**src/logic/lc_macros.svh**
```systemverilog
// Instruction stream widths
`ifndef LC_MACROS_SVH
`define LC_MACROS_SVH

// Byte address held by the location counter
`define LC_ADDR_W 26

// Memory word as returned on a read
`define LC_WORD_W 32

// One macroinstruction, half of a word
`define LC_INST_W 16

// Word address, the location counter without its two byte bits
`define LC_WADDR_W 24

`endif
```
**src/logic/lc_pkg.sv**
```systemverilog
// Instruction stream types
`include "lc_macros.svh"

package lc_pkg;

   // Memory-rotate opcode field of the microinstruction
   typedef enum logic [1:0]
   {
      ROT_FIXED = 2'b00,  // Rotate by base bits only
      ROT_RSVD1 = 2'b01,
      ROT_RSVD2 = 2'b10,
      ROT_BY_LC = 2'b11   // Location counter adjusts the rotation
   } rot_op_e;

   // Fill state of the instruction word buffer
   typedef enum logic [1:0]
   {
      BUF_EMPTY = 2'b00,
      BUF_WAIT  = 2'b01,  // Read issued, no acknowledge yet
      BUF_FULL  = 2'b10
   } buf_state_e;

   // Microinstruction fields seen by this unit
   typedef struct packed
   {
      rot_op_e rot_op;
      logic    sh4_base;          // Halfword rotate base
      logic    sh3_base;          // Byte rotate base
      logic    dispatch_advance;  // Dispatch also advances the stream
   } ir_ctl_t;

   // Location counter state as seen by control and unpacker
   typedef struct packed
   {
      logic [`LC_ADDR_W-1:0] lc;
      logic                  byte_mode;
   } lc_status_t;

   // Memory read request
   typedef struct packed
   {
      logic                   req;
      logic [`LC_WADDR_W-1:0] waddr;
   } fetch_req_t;

   // Rotate select toward the unpacker
   typedef struct packed
   {
      logic sh4;  // Rotate by 16
      logic sh3;  // Rotate by 8
   } rot_sel_t;

endpackage

```
**src/logic/instr_stream_top.sv**
```systemverilog
// Macroinstruction stream unit
`include "lc_macros.svh"

module instr_stream_top
(
   input  logic                  clk,
   input  logic                  reset,
   input  logic                  state_fetch,
   input  logic                  next_instr,
   input  logic                  irdisp,
   input  lc_pkg::ir_ctl_t       ir,
   input  logic                  lc_load,
   input  logic [`LC_ADDR_W-1:0] lc_load_value,
   input  logic                  byte_mode,
   input  logic                  ext_int,
   input  logic                  bus_int,
   input  logic                  mem_ack,
   input  logic [`LC_WORD_W-1:0] mem_data,
   output lc_pkg::fetch_req_t    mem_req,
   output logic [`LC_INST_W-1:0] inst,
   output logic                  inst_valid,
   output logic                  needfetch,
   output logic                  sintr
);

   import lc_pkg::*;

   lc_status_t            lc_status;
   rot_sel_t              rot_sel;
   logic                  lcinc;
   logic                  ifetch;
   logic                  ifetch_taken;
   logic [`LC_WORD_W-1:0] buf_word;

   assign ifetch_taken = state_fetch & ifetch;  // Fetch committed this cycle

   lc_control u_control
   (
      .clk         (clk),
      .reset       (reset),
      .state_fetch (state_fetch),
      .next_instr  (next_instr),
      .irdisp      (irdisp),
      .ir          (ir),
      .lc_load     (lc_load),
      .status      (lc_status),
      .ext_int     (ext_int),
      .bus_int     (bus_int),
      .lcinc       (lcinc),
      .ifetch      (ifetch),
      .needfetch   (needfetch),
      .sintr       (sintr),
      .rot_sel     (rot_sel)
   );

   location_counter u_counter
   (
      .clk           (clk),
      .reset         (reset),
      .state_fetch   (state_fetch),
      .lcinc         (lcinc),
      .ifetch        (ifetch),
      .lc_load       (lc_load),
      .lc_load_value (lc_load_value),
      .byte_mode     (byte_mode),
      .status        (lc_status),
      .mem_req       (mem_req)
   );

   instr_word_buffer u_buffer
   (
      .clk          (clk),
      .reset        (reset),
      .ifetch_taken (ifetch_taken),
      .mem_ack      (mem_ack),
      .mem_data     (mem_data),
      .word         (buf_word),
      .valid        (inst_valid)
   );

   macro_instr_unpacker u_unpacker
   (
      .word      (buf_word),
      .rot_sel   (rot_sel),
      .byte_mode (lc_status.byte_mode),
      .inst      (inst)
   );

endmodule

```
**src/logic/macro_instr_unpacker.sv**
```systemverilog
// Macroinstruction unpacker
`include "lc_macros.svh"

module macro_instr_unpacker
(
   input  logic [`LC_WORD_W-1:0] word,
   input  lc_pkg::rot_sel_t      rot_sel,
   input  logic                  byte_mode,
   output logic [`LC_INST_W-1:0] inst
);

   logic [1:0]            rot_bytes;  // Rotate amount in bytes
   logic [`LC_WORD_W-1:0] rotated;

   // 16 * sh4 + 8 * sh3, counted in bytes
   assign rot_bytes = {rot_sel.sh4, rot_sel.sh3};

   // Right rotation on byte boundaries
   always_comb
   begin
      case (rot_bytes)
         2'd0:
         begin
            rotated = word;
         end
         2'd1:
         begin
            rotated = {word[7:0], word[`LC_WORD_W-1:8]};
         end
         2'd2:
         begin
            rotated = {word[15:0], word[`LC_WORD_W-1:16]};
         end
         default:
         begin
            rotated = {word[23:0], word[`LC_WORD_W-1:24]};
         end
      endcase
   end

   /*
    * In byte mode only the low byte is an instruction; the byte above
    * it belongs to the next one and is cleared.
    */
   always_comb
   begin
      if (byte_mode)
         inst = {{(`LC_INST_W-8){1'b0}}, rotated[7:0]};
      else
         inst = rotated[`LC_INST_W-1:0];
   end

endmodule

```
**src/logic/instr_word_buffer.sv**
```systemverilog
// Instruction word buffer
`include "lc_macros.svh"

module instr_word_buffer
(
   input  logic                  clk,
   input  logic                  reset,
   input  logic                  ifetch_taken,
   input  logic                  mem_ack,
   input  logic [`LC_WORD_W-1:0] mem_data,
   output logic [`LC_WORD_W-1:0] word,
   output logic                  valid
);

   import lc_pkg::*;

   buf_state_e state;
   buf_state_e state_next;
   logic       capture;

   // Only an acknowledge for the outstanding read is taken
   assign capture = (state == BUF_WAIT) & mem_ack & ~ifetch_taken;

   always_comb
   begin
      state_next = state;
      case (state)
         BUF_EMPTY:
         begin
            if (ifetch_taken)
               state_next = BUF_WAIT;
         end
         BUF_WAIT:
         begin
            if (ifetch_taken)
               state_next = BUF_WAIT;  // Refetch restarts the wait
            else if (mem_ack)
               state_next = BUF_FULL;
         end
         BUF_FULL:
         begin
            if (ifetch_taken)
               state_next = BUF_WAIT;
         end
         default:
         begin
            state_next = BUF_EMPTY;
         end
      endcase
   end

   always_ff @(posedge clk)
   begin
      if (reset)
         state <= BUF_EMPTY;
      else
         state <= state_next;
   end

   // Word payload
   always_ff @(posedge clk)
   begin
      if (capture)
         word <= mem_data;
   end

   assign valid = (state == BUF_FULL);

endmodule

```
**src/logic/location_counter.sv**
```systemverilog
// Location counter register
`include "lc_macros.svh"

module location_counter
(
   input  logic                   clk,
   input  logic                   reset,
   input  logic                   state_fetch,
   input  logic                   lcinc,
   input  logic                   ifetch,
   input  logic                   lc_load,
   input  logic [`LC_ADDR_W-1:0]  lc_load_value,
   input  logic                   byte_mode,
   output lc_pkg::lc_status_t     status,
   output lc_pkg::fetch_req_t     mem_req
);

   logic [`LC_ADDR_W-1:0]  lc;
   logic [`LC_ADDR_W-1:0]  lc_step;
   logic                   step_en;
   logic                   issue;
   logic                   req_q;
   logic [`LC_WADDR_W-1:0] waddr_q;

   assign step_en = state_fetch & lcinc;
   assign issue   = step_en & ifetch;  // Advance that leaves the buffered word

   // One byte in byte mode, one halfword otherwise
   assign lc_step = {{(`LC_ADDR_W-2){1'b0}}, ~byte_mode, byte_mode};

   always_ff @(posedge clk)
   begin
      if (reset)
         lc <= '0;
      else if (lc_load)
         lc <= lc_load_value;  // Load wins over a step
      else if (step_en)
         lc <= lc + lc_step;
   end

   // Read pulse, one cycle after the issuing edge
   always_ff @(posedge clk)
   begin
      if (reset)
         req_q <= 1'b0;
      else
         req_q <= issue;
   end

   // Word address is taken before the step
   always_ff @(posedge clk)
   begin
      if (issue)
         waddr_q <= lc[`LC_ADDR_W-1:2];
   end

   assign status  = '{lc: lc, byte_mode: byte_mode};
   assign mem_req = '{req: req_q, waddr: waddr_q};

endmodule

```
**src/logic/lc_control.sv**
```systemverilog
// Location counter control
module lc_control
(
   input  logic                clk,
   input  logic                reset,
   input  logic                state_fetch,
   input  logic                next_instr,
   input  logic                irdisp,
   input  lc_pkg::ir_ctl_t     ir,
   input  logic                lc_load,
   input  lc_pkg::lc_status_t  status,
   input  logic                ext_int,
   input  logic                bus_int,
   output logic                lcinc,
   output logic                ifetch,
   output logic                needfetch,
   output logic                sintr,
   output lc_pkg::rot_sel_t    rot_sel
);

   import lc_pkg::*;

   logic newlc;            // Buffered word no longer matches lc
   logic next_instr_q;     // Advance request seen at last fetch strobe
   logic lc0b;             // Byte bit, zero in word mode
   logic have_wrong_word;
   logic at_word_start;
   logic lc_modifies_rot;
   logic in_left_half;
   logic in_odd_quarter;

   assign lc0b = status.lc[0] & status.byte_mode;

   // Advance from the sequencer or from a dispatch
   assign lcinc = next_instr_q | (irdisp & ir.dispatch_advance);

   assign have_wrong_word = newlc | lc_load;
   assign at_word_start   = ~status.lc[1] & ~lc0b;  // Next step leaves the word
   assign needfetch       = have_wrong_word | at_word_start;
   assign ifetch          = needfetch & lcinc;

   // State sampled once per microinstruction
   always_ff @(posedge clk)
   begin
      if (reset)
      begin
         newlc        <= 1'b0;
         next_instr_q <= 1'b0;
         sintr        <= 1'b0;
      end
      else if (state_fetch)
      begin
         newlc        <= have_wrong_word & ~lcinc;  // Cleared once the fetch is taken
         next_instr_q <= next_instr;
         sintr        <= ext_int | bus_int;
      end
   end

   /*
    * lc points one step past the current instruction, so the halfword
    * and byte position are read off the low bits of the next location.
    */
   assign lc_modifies_rot = (ir.rot_op == ROT_BY_LC);
   assign in_left_half    = lc_modifies_rot & (status.lc[1] == lc0b);
   assign in_odd_quarter  = lc_modifies_rot & status.byte_mode & ~status.lc[0];

   assign rot_sel = '{sh4: ir.sh4_base ^ in_left_half,
                      sh3: ir.sh3_base ^ in_odd_quarter};

endmodule

```
**config.mk**
```make
export PLATFORM = sky130hd
export DESIGN_NAME = instr_stream_top
export DESIGN_NICKNAME = d
export VERILOG_FILES = /design/src/logic/lc_pkg.sv /design/src/logic/instr_stream_top.sv /design/src/logic/macro_instr_unpacker.sv /design/src/logic/instr_word_buffer.sv /design/src/logic/location_counter.sv /design/src/logic/lc_control.sv
export VERILOG_INCLUDE_DIRS = /design/src /design/src/logic
export SDC_FILE = /design/constraint.sdc
export NUM_CORES = 1
export LEC_CHECK = 0
export BUFFER_PORTS_ARGS = -buffer_cell sky130_fd_sc_hd__buf_4
export CAP_MARGIN = 30
export CORE_ASPECT_RATIO = 0.6
export CORE_UTILIZATION = 40
export CTS_CLUSTER_DIAMETER = 40
export DETAILED_ROUTE_END_ITERATION = 6
export MAX_ROUTING_LAYER = met4
export SLEW_MARGIN = 20
export SYNTH_ARGS = -nofsm -noshare
export SYNTH_HDL_FRONTEND = slang
export SYNTH_SLANG_ARGS = --single-unit
```
**constraint.sdc**
```tcl
create_clock -name clk -period 5.65 [get_ports clk]
set_input_delay 1.13 -clock clk [delete_from_list [all_inputs] [get_ports clk]]
set_output_delay 1.13 -clock clk [all_outputs]
set_load 0.01 [all_outputs]
```
* Word level (Yosys, flattened, before mapping)
Index checks and enable logic that the tools add are counted.
** Storage, ports and cells
- Logic and storage cells :: 55
- Bits in latches :: 0
- Output and inout bits :: 44
- Input port bits :: 73
- Bits in writable memories :: 0
- ROM bits :: 0
- Bits in registers :: 88
- Memories kept :: 0
** Operators by class
- $lt $le $gt $ge :: 0
- Multiply operators :: 0
- Shifts and indexed selects :: 0
- Equal/unequal tests :: 8
- Div/mod/pow operators :: 0
- Mux-type cells :: 8
- Reduce and logical (&&, ||, !) cells :: 5
- Bitwise operators :: 25
- Add/sub/neg operators :: 1
** Operators with widths (count)
- 2-to-1 mux 26 bit :: 2
- one-hot mux 16 bit (3 select lines) :: 1
- adder 26 x 2 -> 26 bit :: 1
- 2-to-1 mux 16 bit :: 1
- AND 1 bit :: 13
- equality test 2 bit, second input constant :: 3
- 2-to-1 mux 2 bit :: 3
- inverter 1 bit :: 6
- equality test 2 x 1 -> 1 bit, second input constant :: 2
- zero test 2 bit :: 2
- OR 1 bit :: 4
- one-hot mux 2 bit (2 select lines) :: 1
- inequality test 3 x 2 -> 1 bit, second input constant :: 1
- inequality test 2 x 1 -> 1 bit, second input constant :: 1
- AND reduction 2 bit :: 1
- nonzero test 2 bit :: 1
- OR reduction 2 bit :: 1
- bitwise XOR 1 bit :: 2
- equality test 1 bit :: 1

* Logic depth before layout (Yosys ltp)
Gate-level depths: netlist of run 1.
- Word-level depth :: 8
- Depth in mapped cells :: 8
- Mapped depth without buffers :: 7

* By module
From an unflattened synthesis of run 1, not the netlist that was laid out.
** Unflattened totals
- Cell total of the unflattened synthesis :: 310
- Area, all modules :: 3963.8 um^2
** Modules (own cells, without submodules)
- location_counter :: cells each 207, area each 2224.6 um^2, times used 1
- instr_word_buffer :: cells each 42, area each 1068.5 um^2, times used 1
- macro_instr_unpacker :: cells each 40, area each 481.7 um^2, times used 1
- lc_control :: cells each 20, area each 182.7 um^2, times used 1
- instr_stream_top :: cells each 1, area each 6.3 um^2, times used 1

* Least setup slack after synthesis of run 1
Ideal clock, no wire load.
- Path kind :: in2out
- Start :: input port byte_mode
- End :: output port inst[0]
- Arrival :: 3.108 ns
- Slack :: 1.412 ns
- Path buffers :: 1
- Stages :: 7
- Cells stage by stage :: ha_1 > inv_1 > ha_1 > nand3b_1 > xnor2_1 > buf_6 > mux4_2
** On the way
- Word-level cells in the longest chain between the ends :: 7
** Ends and longest elaborated chain
- from (decl) :: line instr_stream_top.sv:14 : input logic byte_mode,
- AND 1 bit :: line lc_control.sv:32 : assign lc0b = status.lc[0] & status.byte_mode;
- equality test 1 bit :: line lc_control.sv:64 : assign in_left_half = lc_modifies_rot & (status.lc[1] == lc0b);
- AND 1 bit :: line lc_control.sv:64
- bitwise XOR 1 bit :: line lc_control.sv:67 : assign rot_sel = '{sh4: ir.sh4_base ^ in_left_half,
- equality test 2 bit (tied with other cells) :: line macro_instr_unpacker.sv:21 : case (rot_bytes)
- one-hot mux 16 bit (3 select lines) * :: line macro_instr_unpacker.sv:21
- 2-to-1 mux 16 bit * :: line macro_instr_unpacker.sv:47 : if (byte_mode)
- to (decl) :: line instr_stream_top.sv:20 : output logic [`LC_INST_W-1:0] inst,
Mark *: on every way between the ends. The rest lies on a longest branch, timed or not.

* Worst setup path in the final report of run 1
- Start :: input port byte_mode
- End :: output port inst[7]
The elaborated chain is that of the path after synthesis.

==> results of run 1 <==
worst max-delay path, cell delays in order:
cell and delay [ps]:
buf_4 120, ha_1 230, inv_1 80, ha_1 220
nand3b_1 200, xnor2_2 130, buf_4 270, mux4_1 590
buf_4 160
metal layers:
| metal | wire (um) | vias up |
|---|---|---|
| met1 | 4860 | 1418 |
| li1 | - | 1464 |
| met2 | 4040 | 65 |
| met3 | 350 | 8 |
| met5 | 0 | - |
| met4 | 91 | 0 |
area by class of cell:
type	count	area, um^2	area share (%)
clock buffers	11	243	4.53
repair buffers	121	928	17.3
clock inverters	5	71.3	1.33
flip-flops and latches	88	2320	43.3
inverters	11	41.3	0.770
multi-input cells	192	1590	29.6
well taps	135	169	3.15
flip-flops by register name (all words and copies together), names as in the netlist:
signal and cells:
u_buffer.word 32, u_counter.lc 26, u_counter.waddr_q 24, u_buffer.state 2
u_control.newlc 1, u_control.next_instr_q 1, u_control.sintr 1, u_counter.req_q 1
cells in the final DEF, fill, tap and decap left out, drive strengths merged, types with 3 or more instances in the layout:
master | netlist | layout
and2 | 10 | 10
and4 | 4 | 4
a311oi | 14 | 14
nor2 | 32 | 32
nand2 | 11 | 11
o31ai | 8 | 8
o31a | 3 | 3
dfxtp | 32 | 32
a2111oi | 3 | 3
nor3 | 4 | 4
xnor2 | 3 | 3
clkinv | 0 | 3
ha | 3 | 3
clkbuf | 9 | 11
nand4 | 7 | 7
nor4 | 5 | 5
o21ai | 7 | 7
xor2 | 3 | 3
edfxtp | 56 | 56
or4 | 8 | 8
mux4 | 16 | 16
nand3 | 9 | 9
or3 | 9 | 9
inv | 11 | 11
a211oi | 8 | 8
a21oi | 5 | 5
buf | 7 | 121
cell families after synthesis:
family	count (synthesis)	synth area share [%]
flops	88	57.4
mux	18	10.3
compound gates	56	10.6
fa+ha+maj	4	1.42
xor+xnor	6	1.30
buf+inv	27	3.53
simple gates	108	15.4
cells in the mapped netlist (8+ instances only):
cell,n,area share [%]
clkbuf_1,9,0.84
a311oi_1,14,3.0
a211oi_1,8,1.5
nand2_1,10,0.93
mux4_1,10,6.5
or4_1,8,1.5
o31ai_1,8,1.5
edfxtp_1,56,42
nor2_1,32,3.0
dfxtp_1,32,16
and2_1,10,1.5
inv_1,11,1.0
through the flow:
| stage | hold slack, ps | cell area [um^2] | power [mW] | setup slack [ps] | utilization [%] |
|---|---|---|---|---|---|
| finish | 475 | 5360 | 1.56 | 1390 | 54.5 |
| global route | 495 | 5360 | 1.62 | 1280 | 54.5 |
| CTS | 479 | 5360 | 1.57 | 1360 | 54.5 |
| detailed placement | 465 | 5050 | 0.943 | 1360 | 51.3 |
| global placement | 444 | 5020 | 0.935 | 1440 | 51.0 |
| floorplan | 423 | 4040 | 0.845 | 1410 | - |
where the power goes:
group          internal, mW  switching (mW)  total (mW)
sequential            0.715          0.0230       0.738
combinational         0.106          0.0837       0.190
clock                 0.395           0.233       0.628
how the worst max path moves through the flow:
stage | from | endpoint | slack (ps) | cells past startpoint
CTS | byte_mode | inst[7] | 1360 | 9
detailed placement | byte_mode | inst[7] | 1360 | 9
global placement | byte_mode | inst[7] | 1440 | 9
floorplan | byte_mode | inst[0] | 1410 | 7
finish | byte_mode | inst[7] | 1390 | 9
global route | byte_mode | inst[7] | 1280 | 9
==> key figures, run 1 <==
Outcome
  • Status: finished, final reports clean

Layout
  • Total Nets Final: 500
  • Layout area overhead: 32.6%
  • Filler instances: 854
  • Final Non-Filler Cells: 563
  • Fraction of layout cells with a size suffix above 1: 35.0%
  • Diodes inserted: 0

Logic synthesis
  • Most frequently used flop master after synthesis: edfxtp_1
  • Synthesized area: 4040 um^2
  • YS warnings: 0
  • Synthesized instance count: 307
  • Ys async rst share: 0%
  • Unique masters post-synth: 51
  • Seq/Total Area, Yosys: 57.4%
  • Synth Net Count: 384
  • Mean post-synth cell area: 13.2 um^2
  • Post-synth EDFFs: 56
  • Flops & latches, synth: 88

Clocking
  • CTS resizes: 0
  • Post-CTS Setup Inserts: 0
  • H-tree Lvls: 3
  • CTS sink count: 88
  • Worst-skew pair later-pin latency: 330 ps
  • CTS root buffer: clkbuf_16
  • Clock slew at reported path FFs: 60 ps
  • CTS Buf Count: 9
  • Hold buffer count at cts: 0
  • CTS tree: done
  • CTS Buffer Depth: 2

Worst hold path
  • Worst Hold End: u_counter.waddr_q[8]
  • Hold wc startpoint: u_counter.lc[10]
  • Hold Path Stages: 0
  • HP Class: flop to flop

Global route
  • Initial antenna violation count: 0
  • GRT Max-Usage Layer: met1
  • Gr usage total: 18.8%
  • Met1 track utilization from global routing: 26.6%
  • Global-route wire length before repair: 14.5 mm
  • Vias in the first global route: 2767
  • Overflow after GRT: 0
  • GR Util met3: 5.21%
  • Met2 Track Usage GR: 26.6%
  • Largest net degree at the start of global routing: 48

Route
  • Vias: 2955
  • Detailed Routing Iterations Pass 1: 4
  • Routed WL per cell: 16.6 um
  • Post-Route WL: 9.34 mm
  • Initial DRC count: 154
  • DR vias/cell: 5.25
  • Post-route ant nets: 0
  • DRC Markers: 0

Floorplan
  • Initial core utilization: 41.1%
  • Die width: 132 um
  • Boundary Pins: 117
  • Die Y: 79.9 um
  • Rows: 28
  • DIE AREA: 10500 um^2
  • CORE AREA: 9840 um^2

Setup path
  • Crit Path Max Fanout: 16
  • Setup CP Type: input pin to output pin
  • CP endpoint kind: output pin
  • Worst R2R End: u_buffer.word[17]
  • Reg2Reg Depth: 8
  • Worst R2R Start: u_counter.lc[0]
  • Arr. time, crit path: 3130 ps
  • Worst endpoint required time: 4520 ps
  • Flop-to-flop setup slack: 3180 ps
  • Startpoint types: input pin

Timing
  • Final period demand of the worst path: 4260 ps
  • Slew Viols, Final: 0
  • Setup Skew: 4.95 ps
  • Post-route setup TNS: 0 ps
  • RSZ-0062 raised after global routing: false
  • Final worst path period share: 75.5%
  • Least-Margin Pin Slew: 667 ps
  • Setup violators final: 0
  • Relative slew slack: 55.4%
  • Endpoints failing hold: 0
  • Max Fclk: 0.235 GHz

Flow run
  • Number of max-cap violations: 0

Place
  • Post-placement cell count: 547
  • Port bufs: 116
  • Placer Congestion: 0.759
  • Dpl hpwl: 6.77 mm

Power
  • Max rail drop VDD: 160 uV
  • Power Density: 290 nW/um^2
  • Leakage: 2.03 nW
(Power assumes the default switching activity.)
==> run 2, diff against run 1 <==
ABC_AREA = 1   (was unset)
clock period = 4.2 ns   (was 5.65 ns; I/O delays follow)
==> run 2 against run 1 <==
First-iteration DRC count grew 68%. Setup slack lost 1000 ps. Cell count grew 37%. Register-to-register slack lost 1200 ps. Final area grew 4.9%. Critical endpoint is now inst[4]. Largest cell class unchanged.
==> key figures, run 2 <==
Timing
  • Final period demand of the worst path: 3840 ps
  • Setup violators final: 0
  • Endpoints failing hold: 0
  • Relative slew slack: 47.0%
  • Worst setup margin: 360 ps
  • Slew Viols, Final: 0
  • Final worst path period share: 91.4%
  • RSZ-0062 raised after global routing: false
  • Post-route setup TNS: 0 ps
  • Max Fclk: 0.260 GHz
  • Setup Skew: 7.63 ps
  • Least-Margin Pin Slew: 794 ps

Place
  • Pre-CTS setup slack: 365 ps
  • Dpl hpwl: 8.85 mm
  • Placer Congestion: 0.907
  • Port bufs: 116

Logic synthesis
  • Most common cell in the netlist: nand2_1
  • Ys async rst share: 0%
  • Flops & latches, synth: 88
  • Synth cell count leaders: nand2_1, nor2_1, edfxtp_1, inv_1, dfxtp_1
  • Simple-gate share of the synthesized area: 28.5%
  • Most frequently used flop master after synthesis: edfxtp_1
  • Synth area leader: edfxtp_1
  • Area share of the largest cell type after synthesis: 38.6%
  • Mux cell area share after synthesis: 0%
  • Synth top area cells: edfxtp_1, dfxtp_1, nand2_1
  • Main combinational cell family by area after synthesis: simple AND/OR/NAND/NOR gates
  • Synth Area in Compound Gates: 7.98%
  • Unique masters post-synth: 35
  • Post-synth EDFFs: 56
  • YS warnings: 0
  • Seq/Total Area, Yosys: 53.3%
  • Synth Net Count: 590
  • Synthesized area: 4360 um^2
  • Adder-cell share of the synthesized area: 1.32%
  • Mean post-synth cell area: 8.49 um^2
  • Synthesized instance count: 513
  • Xor/xnor share of the synthesized area: 2.58%

Setup path
  • Startpoint types: input pin
  • Crit-path cells: buf_4, ha_1, inv_1, ha_1, nor2_4, xor2_2, nand2_4, inv_1, nand2_1, nand4_1, buf_4
  • Slowest CP cell: xor2_2
  • CP peak stage delay: 560 ps
  • Arr. time, crit path: 3000 ps
  • Setup CP Type: input pin to output pin
  • CP endpoint kind: output pin
  • Worst endpoint required time: 3360 ps
  • Crit Path Max Fanout: 11

Layout
  • Diodes inserted: 0
  • Fraction of layout cells with a size suffix above 1: 24.6%
  • Largest Register: u_buffer.word
  • Number of flip-flops in the largest register: 32
  • Filler instances: 992
  • Most frequent cells in the layout: nand2_1, buf_4, nor2_1, edfxtp_1, inv_1
  • Layout area overhead: 29.1%
  • Commonest non-fill, non-tap cell in the layout: nand2_1
  • Total Nets Final: 705
  • Util after Layout: 53.1%
  • Top Registers: u_buffer.word x32, u_counter.lc x26, u_counter.waddr_q x24

Global route
  • Gr usage total: 22.7%
  • Initial antenna violation count: 0
  • Largest net degree at the start of global routing: 33
  • Global-route wire length before repair: 18.7 mm
  • Overflow after GRT: 0
  • Vias in the first global route: 3587

Outcome
  • Status: finished, final reports clean

Worst hold path
  • HP Class: flop to flop

Clocking
  • CTS resizes: 0
  • CTS Buf Count: 9
  • CTS root buffer: clkbuf_16
  • CTS Buffer Depth: 2
  • Post-CTS Setup Inserts: 0
  • H-tree Lvls: 3
  • Hold buffer count at cts: 0
  • Clock slew at reported path FFs: 60 ps
  • CTS tree: done
  • Worst-skew pair later-pin latency: 350 ps
  • CTS sink count: 88

Floorplan
  • Die width: 137 um
  • Boundary Pins: 117
  • CORE AREA: 10600 um^2
  • DIE AREA: 11300 um^2
  • Initial core utilization: 41.1%
  • Die Y: 82.9 um
  • Rows: 29

Route
  • DR vias/cell: 4.98
  • DRC Markers: 0
  • Post-Route WL: 11.8 mm
  • Detailed Routing Iterations Pass 1: 4
  • Initial DRC count: 258
  • Vias: 3841
  • Post-route ant nets: 0
  • Routed WL per cell: 15.3 um

Power
  • Leakage: 2.30 nW
  • Power Density: 378 nW/um^2
  • Max rail drop VDD: 180 uV

Flow run
  • Number of max-cap violations: 0
-- run 2: cell type report --
| class | instances | area, um^2 | area share (%) |
|---|---|---|---|
| Clock buffer | 9 | 225 | 4.00 |
| Clock inverter | 7 | 77.6 | 1.38 |
| Inverter | 47 | 176 | 3.14 |
| Multi-Input combinational cell | 363 | 1760 | 31.2 |
| Sequential cell | 88 | 2320 | 41.3 |
| Tap cell | 139 | 174 | 3.09 |
| Timing Repair Buffer | 119 | 893 | 15.9 |
-- run 2: final timing paths --
kind | start | slack [ps] | to | cells after the start
setup reg to reg | u_counter.lc[0] | 2000 | u_buffer.word[18] | 9
hold / removal | u_counter.lc[25] | 460 | u_counter.waddr_q[23] | 0
hold reg to reg | u_counter.lc[25] | 460 | u_counter.waddr_q[23] | 0
setup / recovery | byte_mode | 360 | inst[4] | 11
-- run 2: cells by family (layout without fill, tap and decap cells) --
group | count (synthesis) | count (layout)
AO/OA/AOI/OAI | 65 | 65
XOR/XNOR | 12 | 12
adder cells (fa/ha/maj) | 4 | 4
buffers and inverters | 62 | 182
flip-flops | 88 | 88
AND/OR/NAND/NOR | 282 | 282
-- run 2: metrics by stage --
stage / power, mW / std cells / hold slack (ps) / instance area (um^2)
after CTS: 2.15 / 772 / 464 / 5630
after global routing: 2.22 / 772 / 487 / 5630
after detailed placement: 1.33 / 756 / 448 / 5320
after global placement: 1.32 / 756 / 454 / 5320
after floorplan: 1.18 / 513 / 431 / 4360
final: 2.13 / 772 / 463 / 5630
-- run 2: worst max-delay path: cells and delay by family --
| kind | cells | cell delay (ps) |
|---|---|---|
| AND/OR/NAND/NOR | 4 | 520 |
| adder cells (fa/ha/maj) | 2 | 470 |
| XOR/XNOR | 1 | 560 |
| buffers and inverters | 4 | 600 |
-- run 2: per-layer routing --
layer / track usage [%] / share of wire (%) / up-vias
met4: 5.86 / 1.2 / 0
li1: - / - / 1921
met3: 5.13 / 7.8 / 17
met2: 29.9 / 40 / 132
met1: 34.4 / 51 / 1771
met5: - / 0 / -
-- run 2: report_power, final --
part	switching, mW	internal, mW	leakage (nW)	total, mW
clock	0.347	0.467	0.147	0.814
combinational	0.169	0.141	1.38	0.310
sequential	0.0354	0.966	0.779	1.00
total	0.552	1.57	2.30	2.13
==> run 3, diff against run 2 <==
CELL_PAD_IN_SITES_DETAIL_PLACEMENT = 1   (was unset)
CELL_PAD_IN_SITES_GLOBAL_PLACEMENT = 1   (was unset)
CORE_UTILIZATION = 39   (was 40)
PLACE_DENSITY_LB_ADDON = 0.1   (was unset)
==> run 3 against run 2 <==
The flow now finishes with violations (DRC). Fmax grew 4.4%. Critical path type unchanged. Cell count grew 0.26%. Sequential power is essentially flat. Register-to-register slack is essentially flat. Hold slack gained 23 ps.
==> key figures, run 3 (synthesized netlist as in run 2, its figures left out) <==
Outcome
  • Status: complete, but fails checks
  • Failing checks: DRC

Power
  • Leakage: 2.30 nW
  • Pwr Total: 2.11 mW
  • Max rail drop VDD: 170 uV
  • Power Density: 374 nW/um^2

Clocking
  • H-tree Lvls: 3
  • CTS resizes: 0
  • CTS Buffer Depth: 2
  • Post-CTS Setup Inserts: 0
  • CTS tree: done
  • Clock slew at reported path FFs: 70 ps
  • Worst-skew pair later-pin latency: 340 ps
  • CTS sink count: 88
  • CTS Buf Count: 9
  • CTS root buffer: clkbuf_16
  • Hold buffer count at cts: 0

Layout
  • Largest Register: u_buffer.word
  • Top Registers: u_buffer.word x32, u_counter.lc x26, u_counter.waddr_q x24
  • Diodes inserted: 0
  • Layout area overhead: 29.2%
  • Most frequent cells in the layout: nand2_1, buf_4, nor2_1, edfxtp_1, inv_1
  • Number of flip-flops in the largest register: 32
  • Fraction of layout cells with a size suffix above 1: 24.9%
  • Commonest non-fill, non-tap cell in the layout: nand2_1
  • Total Nets Final: 707

Timing
  • Slew Viols, Final: 0
  • Relative slew slack: 70.3%
  • Setup violators final: 0
  • Post-route setup TNS: 0 ps
  • Least-Margin Pin Slew: 445 ps
  • Worst setup margin: 524 ps
  • Worst hold slack: 486 ps
  • Max Fclk: 0.272 GHz
  • Setup Skew: 10.5 ps
  • RSZ-0062 raised after global routing: false
  • Endpoints failing hold: 0
  • Final worst path period share: 87.5%
  • Final period demand of the worst path: 3680 ps

Route
  • Vias: 3970
  • Post-Route WL: 13.3 mm
  • Detailed Routing Iterations Pass 1: 7
  • DRC Markers: 20
  • Routed WL per cell: 17.2 um
  • Initial DRC count: 274
  • Post-route ant nets: 0
  • DR vias/cell: 5.13

Floorplan
  • DIE AREA: 11600 um^2
  • Die Y: 83.9 um
  • CORE AREA: 10700 um^2
  • Rows: 29
  • Die width: 138 um
  • Boundary Pins: 117
  • Initial core utilization: 40.7%

Setup path
  • CP endpoint kind: output pin
  • Flop-to-flop setup slack: 2000 ps
  • Crit Path Max Fanout: 9
  • Arr. time, crit path: 2840 ps
  • Setup CP Type: input pin to output pin
  • Startpoint types: input pin
  • Worst endpoint required time: 3360 ps

Place
  • Placer Congestion: 0.881
  • Dpl hpwl: 10.1 mm
  • Port bufs: 116
  • Pre-CTS setup slack: 517 ps

Global route
  • Largest net degree at the start of global routing: 33
  • Initial antenna violation count: 0
  • Overflow after GRT: 0
  • Gr usage total: 24.7%
  • Vias in the first global route: 4003
  • Global-route wire length before repair: 21.3 mm

Worst hold path
  • HP Class: flop to flop

Flow run
  • Number of max-cap violations: 0
run 3: final timing paths:
path	depth (start not counted)	start	to
setup / recovery	11	byte_mode	inst[0]
setup reg to reg	9	u_counter.lc[0]	u_buffer.word[13]
hold reg to reg	0	u_counter.lc[25]	u_counter.waddr_q[23]
hold / removal	0	u_counter.lc[25]	u_counter.waddr_q[23]
run 3: final cells by class:
class                      count  area [um^2]
multi-input combinational    363         1760
fill                        1289         5070
sequential                    88         2320
timing repair buffer         121          908
clock inverter                 5         37.5
inverter                      47          176
clock buffer                  11          253
tap                          139          174
run 3: metrics by stage:
step | area (um^2) | cells | util (%)
5_1_grt | 5630 | 774 | 52.6
2_1_floorplan | 4360 | 513 | -
4_1_cts | 5630 | 774 | 52.6
3_3_place_gp | 5340 | 758 | 49.9
3_5_place_dp | 5340 | 758 | 49.9
6_report | 5630 | 774 | 52.6
run 3: critical path: stages:
cell and delay (ps):
buf_4 120, ha_1 240, inv_1 70, ha_1 240, nor2_4 150, xor2_2 380, nand2_4 170, inv_1 290
nand2_1 110, nand4_1 100, buf_4 130
run 3: power by group:
group          switching [mW]  internal, mW
clock                   0.343         0.437
combinational           0.179         0.143
sequential             0.0372         0.966
run 3: layer usage:
layer / global-route usage (%) / wire [um] / part of all wire [%] / vias up
li1: - / - / - / 1927
met1: 35.0 / 6780 / 51 / 1912
met2: 36.3 / 5580 / 42 / 124
met3: 5.57 / 898 / 6.7 / 7
met4: 4.39 / 62 / 0.47 / 0
met5: - / 0 / 0 / -
